<file path="src/hdl/accel_cfg_pkg.sv">
// Accelerator configuration sequencer shared constants, register map and types
package accel_cfg_pkg;

    // Register map
    localparam logic [12:0] CONTROL_OFFSET    = 13'h000;
    localparam logic [12:0] IRQ_EN_OFFSET     = 13'h004;
    localparam logic [12:0] IRQ_STATUS_OFFSET = 13'h00C;
    localparam logic [12:0] CON_BASE          = 13'h100;
    localparam logic [12:0] ACT_BASE          = 13'h200;
    localparam logic [12:0] WEI_BASE          = 13'h300;
    localparam logic [12:0] OUT_BASE          = 13'h400;

    localparam int N_REGS_CON  = 4;
    localparam int N_REGS_ACT  = 4;
    localparam int N_REGS_WEI  = 3;
    localparam int N_REGS_OUT  = 3;
    localparam int N_CFG_REGS  = N_REGS_CON + N_REGS_ACT + N_REGS_WEI + N_REGS_OUT;
    localparam int N_IRQ_EN    = 3;
    // Index 0 holds the control bits, config values follow
    localparam int N_CTRL_REGS = N_CFG_REGS + 1;

    // Host control register 0
    localparam int BIT_KEEP_A     = 19;
    localparam int BIT_KEEP_B     = 20;
    localparam int BIT_KEEP_C     = 21;
    localparam int BIT_SKIP_START = 22;

    // Accelerator control word
    localparam int CW_START  = 0;
    localparam int CW_ENABLE = 1;
    localparam int CW_SWAP   = 16;
    localparam int CW_KEEP_A = 17;
    localparam int CW_KEEP_B = 18;
    localparam int CW_KEEP_C = 19;

    localparam int ADDR_W     = 13;
    localparam int DATA_W     = 32;
    localparam int AXI_ADDR_W = 32;
    localparam int STRB_W     = DATA_W / 8;
    localparam int IDX_W      = $clog2(N_CTRL_REGS);
    localparam int FIFO_DEPTH = 4;

    typedef logic [N_CTRL_REGS-1:0][DATA_W-1:0] ctrl_regs_t;

    typedef enum logic [2:0] {
        IDLE, LOAD, SEND_CFG, DRAIN_CFG, SEND_START, WAIT_ACC, SEND_CLR, DRAIN_END
    } seq_state_t;

    typedef enum logic [2:0] {CON, ACT, WEI, OUT, IRQ} cfg_region_t;

endpackage

</file>
<file path="src/hdl/accel_cfg_top.sv">
// Accelerator configuration sequencer top level with AXI4-Lite write port
`timescale 1ns/1ps

module accel_cfg_top import accel_cfg_pkg::*; (
    input  logic                  clk,
    input  logic                  rst,
    input  logic                  fsm_start,
    input  ctrl_regs_t            ctrl_regs,
    input  logic                  irq_in,
    output logic                  fsm_done,
    output logic                  fwd_irq,
    output logic                  awvalid,
    input  logic                  awready,
    output logic [AXI_ADDR_W-1:0] awaddr,
    output logic                  wvalid,
    input  logic                  wready,
    output logic [DATA_W-1:0]     wdata,
    output logic [STRB_W-1:0]     wstrb,
    input  logic                  bvalid,
    output logic                  bready
);

    logic              push;
    logic [ADDR_W-1:0] push_addr;
    logic [DATA_W-1:0] push_data;
    logic              full;
    logic              req_valid;
    logic [ADDR_W-1:0] req_addr;
    logic [DATA_W-1:0] req_data;
    logic              pop;
    logic              bus_idle;

    cfg_write_sequencer seq_i (
        .clk       (clk),
        .rst       (rst),
        .fsm_start (fsm_start),
        .ctrl_regs (ctrl_regs),
        .irq_in    (irq_in),
        .full      (full),
        .bus_idle  (bus_idle),
        .push      (push),
        .push_addr (push_addr),
        .push_data (push_data),
        .fsm_done  (fsm_done),
        .fwd_irq   (fwd_irq)
    );

    write_req_fifo #(
        .DEPTH (FIFO_DEPTH)
    ) fifo_i (
        .clk       (clk),
        .rst       (rst),
        .push      (push),
        .push_addr (push_addr),
        .push_data (push_data),
        .pop       (pop),
        .full      (full),
        .req_valid (req_valid),
        .req_addr  (req_addr),
        .req_data  (req_data)
    );

    axil_write_master master_i (
        .clk       (clk),
        .rst       (rst),
        .req_valid (req_valid),
        .req_addr  (req_addr),
        .req_data  (req_data),
        .awready   (awready),
        .wready    (wready),
        .bvalid    (bvalid),
        .pop       (pop),
        .bus_idle  (bus_idle),
        .awvalid   (awvalid),
        .awaddr    (awaddr),
        .wvalid    (wvalid),
        .wdata     (wdata),
        .wstrb     (wstrb),
        .bready    (bready)
    );

endmodule

</file>
<file path="src/hdl/axil_write_master.sv">
// AXI4-Lite write master issuing one queued request at a time on AW, W and B
`timescale 1ns/1ps

module axil_write_master import accel_cfg_pkg::*; (
    input  logic                  clk,
    input  logic                  rst,
    input  logic                  req_valid,
    input  logic [ADDR_W-1:0]     req_addr,
    input  logic [DATA_W-1:0]     req_data,
    input  logic                  awready,
    input  logic                  wready,
    input  logic                  bvalid,
    output logic                  pop,
    output logic                  bus_idle,
    output logic                  awvalid,
    output logic [AXI_ADDR_W-1:0] awaddr,
    output logic                  wvalid,
    output logic [DATA_W-1:0]     wdata,
    output logic [STRB_W-1:0]     wstrb,
    output logic                  bready
);

    logic              busy;
    logic              aw_done;
    logic              w_done;
    logic [ADDR_W-1:0] addr_q;
    logic [DATA_W-1:0] data_q;

    // Head is taken as soon as the previous response is back
    assign pop      = req_valid && !busy;
    assign bus_idle = !req_valid && !busy;

    assign awvalid = busy && !aw_done;
    assign awaddr  = {{(AXI_ADDR_W - ADDR_W){1'b0}}, addr_q};
    assign wvalid  = busy && !w_done;
    assign wdata   = data_q;
    assign wstrb   = '1;
    assign bready  = busy && aw_done && w_done;

    always_ff @(posedge clk) begin
        if (rst) begin
            busy    <= 1'b0;
            aw_done <= 1'b0;
            w_done  <= 1'b0;
        end else if (pop) begin
            busy    <= 1'b1;
            aw_done <= 1'b0;
            w_done  <= 1'b0;
        end else if (busy) begin
            // AW and W may be accepted in either order
            if (awvalid && awready) begin
                aw_done <= 1'b1;
            end
            if (wvalid && wready) begin
                w_done <= 1'b1;
            end
            if (bready && bvalid) begin
                busy <= 1'b0;
            end
        end
    end

    always_ff @(posedge clk) begin
        if (pop) begin
            addr_q <= req_addr;
            data_q <= req_data;
        end
    end

    assert property (@(posedge clk) disable iff (rst)
        (awvalid && !awready) |=> (awvalid && $stable(awaddr)));

endmodule

</file>
<file path="src/hdl/cfg_write_sequencer.sv">
// Configuration sequencer that walks the register map and queues write requests
`timescale 1ns/1ps

module cfg_write_sequencer import accel_cfg_pkg::*; (
    input  logic              clk,
    input  logic              rst,
    input  logic              fsm_start,
    input  ctrl_regs_t        ctrl_regs,
    input  logic              irq_in,
    input  logic              full,
    input  logic              bus_idle,
    output logic              push,
    output logic [ADDR_W-1:0] push_addr,
    output logic [DATA_W-1:0] push_data,
    output logic              fsm_done,
    output logic              fwd_irq
);

    seq_state_t        state;
    cfg_region_t       region;
    logic [ADDR_W-1:0] cfg_addr;
    logic [IDX_W-1:0]  remain;
    logic [IDX_W-1:0]  reg_idx;
    logic              skip_start;
    logic              keep_a;
    logic              keep_b;
    logic              keep_c;
    logic [DATA_W-1:0] ctrl_word;
    logic              accepted;

    assign push     = state inside {SEND_CFG, SEND_START, SEND_CLR};
    assign accepted = push && !full;

    // Accelerator interrupt is masked while a run is in progress
    assign fwd_irq = (state == IDLE) && irq_in;

    always_comb begin
        ctrl_word            = '0;
        ctrl_word[CW_START]  = !skip_start;
        ctrl_word[CW_ENABLE] = 1'b1;
        ctrl_word[CW_SWAP]   = 1'b1;
        ctrl_word[CW_KEEP_A] = keep_a;
        ctrl_word[CW_KEEP_B] = keep_b;
        ctrl_word[CW_KEEP_C] = keep_c;
    end

    always_comb begin
        case (state)
            SEND_CFG: begin
                push_addr = cfg_addr;
                push_data = (region == IRQ) ? DATA_W'(1) : ctrl_regs[reg_idx + 1'b1];
            end
            SEND_START: begin
                push_addr = CONTROL_OFFSET;
                push_data = ctrl_word;
            end
            // Interrupt clear
            default: begin
                push_addr = IRQ_STATUS_OFFSET;
                push_data = DATA_W'(1);
            end
        endcase
    end

    always_ff @(posedge clk) begin
        if (rst) begin
            state    <= IDLE;
            fsm_done <= 1'b0;
        end else begin
            fsm_done <= 1'b0;
            case (state)
                IDLE: begin
                    if (fsm_start) begin
                        state <= LOAD;
                    end
                end
                LOAD: begin
                    skip_start <= ctrl_regs[0][BIT_SKIP_START];
                    keep_a     <= ctrl_regs[0][BIT_KEEP_A];
                    keep_b     <= ctrl_regs[0][BIT_KEEP_B];
                    keep_c     <= ctrl_regs[0][BIT_KEEP_C];
                    region     <= CON;
                    cfg_addr   <= CON_BASE;
                    remain     <= IDX_W'(N_REGS_CON - 1);
                    reg_idx    <= '0;
                    state      <= SEND_CFG;
                end
                SEND_CFG: begin
                    if (accepted) begin
                        reg_idx <= reg_idx + 1'b1;
                        if (remain == '0) begin
                            case (region)
                                CON: begin
                                    region   <= ACT;
                                    cfg_addr <= ACT_BASE;
                                    remain   <= IDX_W'(N_REGS_ACT - 1);
                                end
                                ACT: begin
                                    region   <= WEI;
                                    cfg_addr <= WEI_BASE;
                                    remain   <= IDX_W'(N_REGS_WEI - 1);
                                end
                                WEI: begin
                                    region   <= OUT;
                                    cfg_addr <= OUT_BASE;
                                    remain   <= IDX_W'(N_REGS_OUT - 1);
                                end
                                OUT: begin
                                    region   <= IRQ;
                                    cfg_addr <= IRQ_EN_OFFSET;
                                    remain   <= IDX_W'(N_IRQ_EN - 1);
                                end
                                default: begin
                                    state <= DRAIN_CFG;
                                end
                            endcase
                        end else begin
                            cfg_addr <= cfg_addr + ADDR_W'(4);
                            remain   <= remain - 1'b1;
                        end
                    end
                end
                // All config responses must be back before the start write
                DRAIN_CFG: begin
                    if (bus_idle) begin
                        state <= SEND_START;
                    end
                end
                SEND_START: begin
                    if (accepted) begin
                        state <= skip_start ? DRAIN_END : WAIT_ACC;
                    end
                end
                WAIT_ACC: begin
                    if (irq_in) begin
                        state <= SEND_CLR;
                    end
                end
                SEND_CLR: begin
                    if (accepted) begin
                        state <= DRAIN_END;
                    end
                end
                DRAIN_END: begin
                    if (bus_idle) begin
                        state    <= IDLE;
                        fsm_done <= 1'b1;
                    end
                end
                default: begin
                    state <= IDLE;
                end
            endcase
        end
    end

    // Start write only goes out onto an idle bus
    assert property (@(posedge clk) disable iff (rst) (state == SEND_START) |-> bus_idle);

endmodule

</file>
<file path="src/hdl/write_req_fifo.sv">
// Request FIFO holding pending address/data writes between sequencer and bus master
`timescale 1ns/1ps

module write_req_fifo import accel_cfg_pkg::*; #(
    parameter int DEPTH = FIFO_DEPTH
) (
    input  logic              clk,
    input  logic              rst,
    input  logic              push,
    input  logic [ADDR_W-1:0] push_addr,
    input  logic [DATA_W-1:0] push_data,
    input  logic              pop,
    output logic              full,
    output logic              req_valid,
    output logic [ADDR_W-1:0] req_addr,
    output logic [DATA_W-1:0] req_data
);

    logic [ADDR_W-1:0]            addr_mem [DEPTH];
    logic [DATA_W-1:0]            data_mem [DEPTH];
    logic [$clog2(DEPTH)-1:0]     wr_ptr;
    logic [$clog2(DEPTH)-1:0]     rd_ptr;
    logic [$clog2(DEPTH+1)-1:0]   count;
    logic                         do_push;
    logic                         do_pop;

    assign full      = (count == ($clog2(DEPTH+1))'(DEPTH));
    assign req_valid = (count != '0);
    assign do_push   = push && !full;
    assign do_pop    = pop && req_valid;

    // Head entry is shown directly
    assign req_addr = addr_mem[rd_ptr];
    assign req_data = data_mem[rd_ptr];

    always_ff @(posedge clk) begin
        if (rst) begin
            wr_ptr <= '0;
            rd_ptr <= '0;
            count  <= '0;
        end else begin
            if (do_push) begin
                wr_ptr <= (wr_ptr == ($clog2(DEPTH))'(DEPTH - 1)) ? '0 : wr_ptr + 1'b1;
            end
            if (do_pop) begin
                rd_ptr <= (rd_ptr == ($clog2(DEPTH))'(DEPTH - 1)) ? '0 : rd_ptr + 1'b1;
            end
            count <= count + do_push - do_pop;
        end
    end

    always_ff @(posedge clk) begin
        if (do_push) begin
            addr_mem[wr_ptr] <= push_addr;
            data_mem[wr_ptr] <= push_data;
        end
    end

    // A request refused while full must be offered again unchanged
    assert property (@(posedge clk) disable iff (rst)
        (push && full) |=> (push && $stable(push_addr) && $stable(push_data)));

    assert property (@(posedge clk) disable iff (rst) pop |-> req_valid);

endmodule

</file>
<file path="config.mk">
export PLATFORM = sky130hd
export DESIGN_NAME = accel_cfg_top
export DESIGN_NICKNAME = d
export VERILOG_FILES = /design/src/hdl/accel_cfg_pkg.sv /design/src/hdl/accel_cfg_top.sv /design/src/hdl/axil_write_master.sv /design/src/hdl/cfg_write_sequencer.sv /design/src/hdl/write_req_fifo.sv
export SDC_FILE = /design/constraint.sdc
export NUM_CORES = 1
export LEC_CHECK = 0
export BUFFER_PORTS_ARGS = -buffer_cell sky130_fd_sc_hd__buf_2
export CAP_MARGIN = 20
export CORE_AREA = 10 10 212 214
export CTS_BUF_LIST = sky130_fd_sc_hd__clkbuf_2
export CTS_CLUSTER_SIZE = 12
export DETAILED_ROUTE_END_ITERATION = 10
export DIE_AREA = 0 0 222 224
export PLACE_DENSITY = 0.61
export SETUP_SLACK_MARGIN = 0.05
export SLEW_MARGIN = 5
export SYNTH_ARGS = -nofsm -noshare
export SYNTH_HDL_FRONTEND = slang
export SYNTH_SLANG_ARGS = --single-unit
</file>
<file path="constraint.sdc">
create_clock -name clk -period 4.55 [get_ports clk]
set_clock_uncertainty 0.15 [all_clocks]
set_input_delay 0.455 -clock clk [delete_from_list [all_inputs] [get_ports clk]]
set_output_delay 0.455 -clock clk [all_outputs]
set_load 0.02 [all_outputs]
</file>
Word-level counts from Yosys, hierarchy flattened --
Memory sizes are Yosys's and may differ from the RTL's. A register that Yosys moved wholly into a read port is not among the register bits. Index checks and enable logic that the tools add are counted.
Cells by class: equal/unequal tests 26, bitwise operators 2, reductions and logical operators 36, magnitude comparators 1, muxes and demuxes 38, add/subtract/negate cells 7
Operators by type and width (number):
- 32-bit binary-select mux with 4-bit select | 1
- 32-bit 2-to-1 mux | 2
- 32-bit one-hot mux with 2 select lines | 1
- 13-bit one-hot mux with 2 select lines | 2
- 13-bit one-hot mux with 4 select lines | 1
- 3-bit 2-to-1 mux | 11
- 13-bit 2-to-1 mux | 2
- 3-bit one-hot mux with 8 select lines | 1
- 4-bit one-hot mux with 2 select lines | 3
- 3-bit equality test (second input constant) | 6
- 13-bit by 3-bit adder with 13-bit output (second input constant) | 1
- 3-bit by 2-bit equality test with 1-bit output (second input constant) | 4
- 1-bit logical AND | 12
- 4-bit 2-to-1 mux | 3
- 2-bit != test (second input constant) | 6
- 3-bit one-hot mux with 4 select lines | 1
- 9-bit AND reduction | 1
- 4-bit AND reduction | 2
- 3-bit by 1-bit equality test with 1-bit output (second input constant) | 2
- 1-bit logical NOT | 6
- 3-bit logical NOT | 2
- 1-bit 2-to-1 mux | 6
- 2-bit 2-to-1 mux | 3
- 2-bit by 1-bit != test with 1-bit output (second input constant) | 3
- 21 further kinds | 28
Storage, ports and cells: input port bits 487, bits in registers 42, RAM bits 180, word-level logic and storage cells 128, output and inout bits 73, memories kept 2
Memories:
- fifo_i.data_mem | words 4, width 32, read ports 1, clocked after Yosys merged registers in 1, write ports 1, RTL line write_req_fifo.sv:20 | logic [DATA_W-1:0] data_mem [DEPTH];
- fifo_i.addr_mem | words 4, width 13, read ports 1, clocked after Yosys merged registers in 1, write ports 1, RTL line write_req_fifo.sv:19 | logic [ADDR_W-1:0] addr_mem [DEPTH];

Longest topological paths before layout --
word-level depth 6, gate-level depth with buffers 10, gate-level depth less buffers 10

Hierarchy --
From an unflattened synthesis, not the netlist that was laid out.
Unflattened totals: cells, all modules 822, area, all modules 14328.7 um^2
By module, submodules not included:
- write_req_fifo | area an instance 6981.7 um^2, cells each 286, sequential area each 5585.4 um^2, instances 1
- cfg_write_sequencer | area an instance 5676.7 um^2, cells each 451, sequential area each 920.9 um^2, instances 1
- axil_write_master | area an instance 1670.4 um^2, cells each 85, sequential area each 1411.4 um^2, instances 1

Worst setup path before layout --
No wires, ideal clock.
kind register -> register, from register fifo_i.count[1], to register fifo_i.count[2], path slack 212 ps, arrival 4060 ps, setup time 128 ps, clock period less this slack 4338 ps, cell stages (with the launch flop) 11, buffers on the path 0, required time 4272 ps, path through dfxtp_1 nor3_1 nor2_1 ha_1 inv_1 ha_1 inv_1 fa_1 xor2_1 xnor2_1 nor2_1
Between the ends: elaborated cells on any way between the ends 8, those cells by class 2 x add/sub; 1 x eq/ne; 5 x reduce/logical
RTL lines:
- from (decl) | RTL line write_req_fifo.sv:23 | logic [$clog2(DEPTH+1)-1:0] count;
- from (signal assigned) | RTL line write_req_fifo.sv:48 | count <= count + do_push - do_pop;
- 3-bit nonzero test (*) | RTL line write_req_fifo.sv:28 | assign req_valid = (count != '0);
- 1-bit logical AND | RTL line axil_write_master.sv:30 | assign pop = req_valid && !busy;
- 1-bit logical AND (*) | RTL line write_req_fifo.sv:30 | assign do_pop = pop && req_valid;
- net fifo_i.do_pop | RTL line write_req_fifo.sv:25 | logic do_pop;
- 3-bit by 1-bit subtractor with 3-bit output (*) | RTL line write_req_fifo.sv:48
The timed path passes the listed nets; every way through them passes the cells marked *. A chain may end at the register's enable or synchronous reset.

Worst setup path after layout --
from register seq_i.reg_idx[0], to memory fifo_i.data_mem[0][21] (data pin)
Between the ends: cells in the longest elaborated chain, start to end 5
RTL lines:
- from (decl) | RTL line cfg_write_sequencer.sv:23 | logic [IDX_W-1:0] reg_idx;
- from (signal assigned) | RTL line cfg_write_sequencer.sv:90 | reg_idx <= reg_idx + 1'b1;
- 4-bit by 1-bit adder with 4-bit output | RTL line cfg_write_sequencer.sv:51 | push_data = (region == IRQ) ? DATA_W'(1) : ctrl_regs[reg_idx + 1'b1];
- 32-bit binary-select mux with 4-bit select | RTL line cfg_write_sequencer.sv:51
- 32-bit 2-to-1 mux (not written as such) | RTL line cfg_write_sequencer.sv:51
- 32-bit 2-to-1 mux | RTL line cfg_write_sequencer.sv:51
- 32-bit one-hot mux with 2 select lines | RTL line cfg_write_sequencer.sv:48 | case (state)
- net fifo_i.push_data[21] | RTL line write_req_fifo.sv:11 | input logic [DATA_W-1:0] push_data,
- to (decl) | RTL line write_req_fifo.sv:20
The timed path passes the listed nets, and every way through them passes these cells. The select of a mux whose other input is x is not followed.

==> report_table.html <==
<table>
<tr><th>Metric</th><th>Value</th></tr>
<tr><th colspan="2">Status</th></tr>
<tr><td>Status</td><td>completed</td></tr>
<tr><th colspan="2">STA</th></tr>
<tr><td>Setup-violating endpoint count in the final report</td><td>0</td></tr>
<tr><td>Highest Clock Rate</td><td>0.3038 GHz</td></tr>
<tr><td>Fin Setup TNS</td><td>0 ns</td></tr>
<tr><td>Unrepaired setup endpoints after global routing</td><td>false</td></tr>
<tr><td>Relative slew slack</td><td>0.3132</td></tr>
<tr><td>Worst slew pin tran</td><td>1.030 ns</td></tr>
<tr><td>Tcrit/Tclk final</td><td>0.7235</td></tr>
<tr><td>Final Slew Violations</td><td>0</td></tr>
<tr><td>Final hold violation count</td><td>0</td></tr>
<tr><td>Tightest hold margin</td><td>around 0.15 ns</td></tr>
<tr><td>Minimum clock period after layout</td><td>3.292 ns</td></tr>
<tr><th colspan="2">Route</th></tr>
<tr><td>DRT antenna net count</td><td>0</td></tr>
<tr><td>Mean number of vias per cell</td><td>5.265</td></tr>
<tr><td>Average wire per cell in the routed design</td><td>28.42 microns</td></tr>
<tr><td>Via count</td><td>10.51k</td></tr>
<tr><td>First-pass detailed-route iteration total</td><td>4</td></tr>
<tr><td>Number of remaining DRC errors</td><td>0</td></tr>
<tr><td>Number of DRC markers after the initial detailed-route iteration</td><td>about 640</td></tr>
<tr><td>Final routed wirelength across all metal layers</td><td>between 50 and 60 mm</td></tr>
<tr><th colspan="2">Global route</th></tr>
<tr><td>Largest net degree at the start of global routing</td><td>132</td></tr>
<tr><td>Via count of the first global-routing pass</td><td>between 10k and 15k</td></tr>
<tr><td>Initial antenna violation count</td><td>46</td></tr>
<tr><td>Wire length of the first global-routing pass</td><td>between 70 and 80 mm</td></tr>
<tr><td>Residual overflow from global routing</td><td>0</td></tr>
<tr><td>Global-route usage over all layers</td><td>0.2192</td></tr>
<tr><th colspan="2">Synth</th></tr>
<tr><td>Biggest area consumer among synthesized cells</td><td>sky130_fd_sc_hd__edfxtp_1</td></tr>
<tr><td>Distinct cell type count of the synthesized netlist</td><td>between 40 and 50</td></tr>
<tr><td>Syn Inst Count</td><td>between 800 and 900</td></tr>
<tr><td>Mean instance size in the synthesized netlist</td><td>17.44 sq um</td></tr>
<tr><td>Netlist area before placement</td><td>between 0.01 and 0.015 sq mm</td></tr>
<tr><td>Synthesis Warnings</td><td>0</td></tr>
<tr><td>Area fraction of the dominant cell type after synthesis</td><td>0.5346</td></tr>
<tr><td>Top cells by area, synth</td><td>sky130_fd_sc_hd__edfxtp_1, sky130_fd_sc_hd__mux4_2, sky130_fd_sc_hd__mux2_2, sky130_fd_sc_hd__dfxtp_1, sky130_fd_sc_hd__and2_1</td></tr>
<tr><td>Seq/Total Area, Yosys</td><td>0.5543</td></tr>
<tr><td>Register bit count reported by yosys</td><td>approximately 270</td></tr>
<tr><th colspan="2">Pwr</th></tr>
<tr><td>Static leakage</td><td>around 7.2 nW</td></tr>
<tr><td>Share of power burned in registers</td><td>0.438</td></tr>
<tr><td>Power Density</td><td>425.8 mW/mm^2</td></tr>
<tr><td>Fraction of power consumed by combinational cells</td><td>0.349</td></tr>
<tr><td>Internal power of the cells</td><td>0.005114 W</td></tr>
<tr><td>Power spent charging and discharging nets</td><td>0.002671 W</td></tr>
<tr><td>Clock network fraction of design power</td><td>0.213</td></tr>
<tr><td>Max rail drop VDD</td><td>between 0.2 and 0.25 mV</td></tr>
<tr><td>Switching fraction of total power</td><td>0.3431</td></tr>
<tr><th colspan="2">Critical path</th></tr>
<tr><td>R2r endpoint</td><td>fifo_i.data_mem[0][21]$_DFFE_PP_</td></tr>
<tr><td>Type of the worst setup path</td><td>reg -&gt; reg</td></tr>
<tr><td>Register-to-Register Path Depth</td><td>6</td></tr>
<tr><td>Internal reg-to-reg setup slack</td><td>about 1.3 ns</td></tr>
<tr><td>Crit. Startpoint</td><td>seq_i.reg_idx[0]$_SDFFCE_PN0P_</td></tr>
<tr><td>Critical R2R Launch</td><td>seq_i.reg_idx[0]$_SDFFCE_PN0P_</td></tr>
<tr><td>CP endpoint</td><td>fifo_i.data_mem[0][21]$_DFFE_PP_</td></tr>
<tr><td>Setup crit start kind</td><td>register</td></tr>
<tr><td>Critical path fanouts, max</td><td>39</td></tr>
<tr><td>Data required time of the worst path</td><td>between 4 and 5 ns</td></tr>
<tr><td>Crit path DAT</td><td>roughly 3.7 ns</td></tr>
<tr><td>Sort of element at the end of the critical path</td><td>register</td></tr>
<tr><th colspan="2">Floorplan</th></tr>
<tr><td>Die width</td><td>around 220 microns</td></tr>
<tr><td>Placeable core region</td><td>between 0.04 and 0.05 sq mm</td></tr>
<tr><td>Die H</td><td>about 220 microns</td></tr>
<tr><td>Number of rows in the core area</td><td>74</td></tr>
<tr><td>Starting density of the core</td><td>0.3505</td></tr>
<tr><td>Die outline area</td><td>slightly below 0.05 sq mm</td></tr>
<tr><td>Top Ports</td><td>between 500 and 600</td></tr>
<tr><th colspan="2">Run</th></tr>
<tr><td>MaxCap Viol Count</td><td>0</td></tr>
<tr><th colspan="2">Final layout</th></tr>
<tr><td>Number of nets in the layout</td><td>between 1.5k and 2k</td></tr>
<tr><td>Final Instance Count excl. Fillers</td><td>roughly 2k</td></tr>
<tr><td>Area growth, synth to finish</td><td>28.65%</td></tr>
<tr><td>Share of cells above drive strength 1</td><td>0.6065</td></tr>
<tr><th colspan="2">Place</th></tr>
<tr><td>Detailed-placement wirelength estimate</td><td>44.58 mm</td></tr>
<tr><td>Port-buffer cells</td><td>roughly 540</td></tr>
<tr><td>Post-Place Cells</td><td>about 1.8k</td></tr>
<tr><td>Weighted congestion reported at the end of routability-driven placement</td><td>roughly 0.92</td></tr>
<tr><th colspan="2">CTS</th></tr>
<tr><td>Number of CTS-inserted buffers</td><td>~70</td></tr>
<tr><td>Latest clock arrival within the worst-skew pair</td><td>between 0.8 and 0.9 ns</td></tr>
<tr><td>Clock slew at the register clock pins of the worst setup and hold paths</td><td>around 0.1 ns</td></tr>
<tr><td>Root buffer selected by CTS</td><td>sky130_fd_sc_hd__clkbuf_2</td></tr>
<tr><td>Maximum count of clock buffers along a single path</td><td>3</td></tr>
<tr><td>H-tree lvl count</td><td>3</td></tr>
<tr><td>Number of gates given a new drive strength after cts</td><td>0</td></tr>
<tr><td>CTS sink count</td><td>~270</td></tr>
<tr><td>CTS tree</td><td>yes</td></tr>
<tr><td>Number of post-CTS setup repair buffers</td><td>0</td></tr>
<tr><th colspan="2">Min path</th></tr>
<tr><td>Class of the most critical hold timing path</td><td>in -&gt; reg</td></tr>
</table>
-- metrics by stage --
stage / worst slack (ns) / instance area (sq um) / total power, W / util
6_report: 1.258 / 18280 / 0.007786 / 0.4509
5_1_grt: 1.121 / 18270 / 0.008240 / 0.4504
4_1_cts: 1.220 / 18220 / 0.007912 / 0.4492
3_5_place_dp: 1.226 / 17420 / 0.006214 / 0.4295
3_3_place_gp: 1.314 / 17410 / 0.006177 / 0.4293
2_1_floorplan: 0.2120 / 14290 / 0.005200 / -
-- cell usage in the layout, fill, tap and decap left out, types with 7 or more instances in the layout --
cell,instances
sky130_fd_sc_hd__a21oi_1,16
sky130_fd_sc_hd__a221oi_1,7
sky130_fd_sc_hd__a22o_1,26
sky130_fd_sc_hd__and2_1,40
sky130_fd_sc_hd__and3_1,10
sky130_fd_sc_hd__buf_12,8
sky130_fd_sc_hd__buf_2,538
sky130_fd_sc_hd__buf_4,7
sky130_fd_sc_hd__clkbuf_2,102
sky130_fd_sc_hd__clkinv_1,13
sky130_fd_sc_hd__clkinv_2,7
sky130_fd_sc_hd__conb_1,23
sky130_fd_sc_hd__dfxtp_1,12
sky130_fd_sc_hd__diode_2,19
sky130_fd_sc_hd__dlygate4sd3_1,15
sky130_fd_sc_hd__edfxtp_1,253
sky130_fd_sc_hd__ha_1,9
sky130_fd_sc_hd__inv_1,9
sky130_fd_sc_hd__mux2_2,27
sky130_fd_sc_hd__mux4_2,167
sky130_fd_sc_hd__nand2_1,18
sky130_fd_sc_hd__nor2_1,43
sky130_fd_sc_hd__nor2b_1,8
sky130_fd_sc_hd__nor3_1,8
sky130_fd_sc_hd__xnor2_1,8
-- timing repair --
| item | in CTS | in global routing |
|---|---|---|
| hold endpoints to repair | 22 | 0 |
| hold buffers | 15 | 0 |
| endpoints found under the setup margin | 0 | 0 |
-- cells in the mapped netlist (all sizes together) --
| master | n |
|---|---|
| and3 | 10 |
| mux2i | 6 |
| a22o | 26 |
| and3b | 1 |
| nor2 | 45 |
| nor4b | 2 |
| and2 | 44 |
| nand4 | 1 |
| a31oi | 3 |
| xnor2 | 9 |
| a31o | 1 |
| or3b | 1 |
| o21ai | 7 |
| xor2 | 8 |
| mux2 | 32 |
| mux4 | 167 |
| a21oi | 17 |
| or3 | 3 |
| clkbuf | 26 |
| nor4 | 1 |
| buf | 58 |
| conb | 2 |
| edfxtp | 253 |
| nand3 | 5 |
| nor3b | 2 |
| ha | 10 |
| fa | 1 |
| a221oi | 7 |
| nor2b | 9 |
| a32oi | 1 |
| a211oi | 4 |
| and4 | 1 |
| nand2 | 18 |
| dfxtp | 14 |
| inv | 9 |
| nor3 | 8 |
| a221o | 3 |
-- cell families after synthesis --
family / share of synthesized area
flip-flops: 0.5543
multiplexers: 0.2942
other: 0.0005284
AO/OA/AOI/OAI: 0.03557
buffers and inverters: 0.03891
XOR/XNOR: 0.01101
AND/OR/NAND/NOR: 0.05529
adder cells (fa/ha/maj): 0.01021
-- metal layers --
layer,vias to the layer above,global-route usage,part of all wire
met5,-,0,0.0014
met4,12,0.09677,0.040
met3,127,0.05821,0.074
met2,509,0.3966,0.53
met1,5305,0.2365,0.35
li1,4561,-,-
-- critical path, cell delays in order (launching register included) --
cell and delay (ns):
sky130_fd_sc_hd__edfxtp_1 0.48, sky130_fd_sc_hd__ha_4 0.75, sky130_fd_sc_hd__buf_4 0.41, sky130_fd_sc_hd__mux2_2 0.37, sky130_fd_sc_hd__a22o_1 0.21, sky130_fd_sc_hd__mux4_2 0.44, sky130_fd_sc_hd__and2_1 0.20
-- how the worst min path moves through the flow --
stage	from	to	slack, ns	cells after the start
CTS	ctrl_regs[435]	fifo_i.data_mem[0][19]$_DFFE_PP_	0.04	4
detailed placement	master_i.w_done$_SDFFE_PP0P_	master_i.w_done$_SDFFE_PP0P_	0.36	2
global route	ctrl_regs[435]	fifo_i.data_mem[0][19]$_DFFE_PP_	0.06	4
finish	ctrl_regs[435]	fifo_i.data_mem[1][19]$_DFFE_PP_	0.15	4
global placement	master_i.aw_done$_SDFFE_PP0P_	master_i.aw_done$_SDFFE_PP0P_	0.36	2
floorplan	master_i.w_done$_SDFFE_PP0P_	master_i.w_done$_SDFFE_PP0P_	0.34	2
-- state kept, by name, summed over array words and instances (netlist names), 2 cells and up --
name / count
fifo_i.data_mem: 128
fifo_i.addr_mem: 52
master_i.wdata: 32
master_i.addr_q: 13
seq_i.cfg_addr: 13
seq_i.reg_idx: 4
seq_i.remain: 4
fifo_i.count: 3
seq_i.region: 3
seq_i.state: 3
fifo_i.rd_ptr: 2
fifo_i.wr_ptr: 2
-- layout make-up --
class / instances / area, sq um
tap: 532 / 665.6
antenna: 19 / 47.55
clock buffer: 102 / 510.5
inverter: 9 / 33.78
clock inverter: 24 / 137.6
fill: 3806 / 22270
timing repair buffer: 568 / 3055
sequential: 267 / 7883
multi-input combinational: 476 / 5951
-- power groups by stage --
| stage | Combinational (W) | Sequential [W] | Clock [W] |
|---|---|---|---|
| global placement | 0.00264 | 0.00354 | 0 |
| global route | 0.00290 | 0.00346 | 0.00187 |
| detailed placement | 0.00267 | 0.00355 | 0 |
| finish | 0.00272 | 0.00341 | 0.00166 |
| floorplan | 0.00160 | 0.00360 | 0 |
| CTS | 0.00269 | 0.00349 | 0.00173 |
No activity file was read; power rests on OpenSTA's default activity.
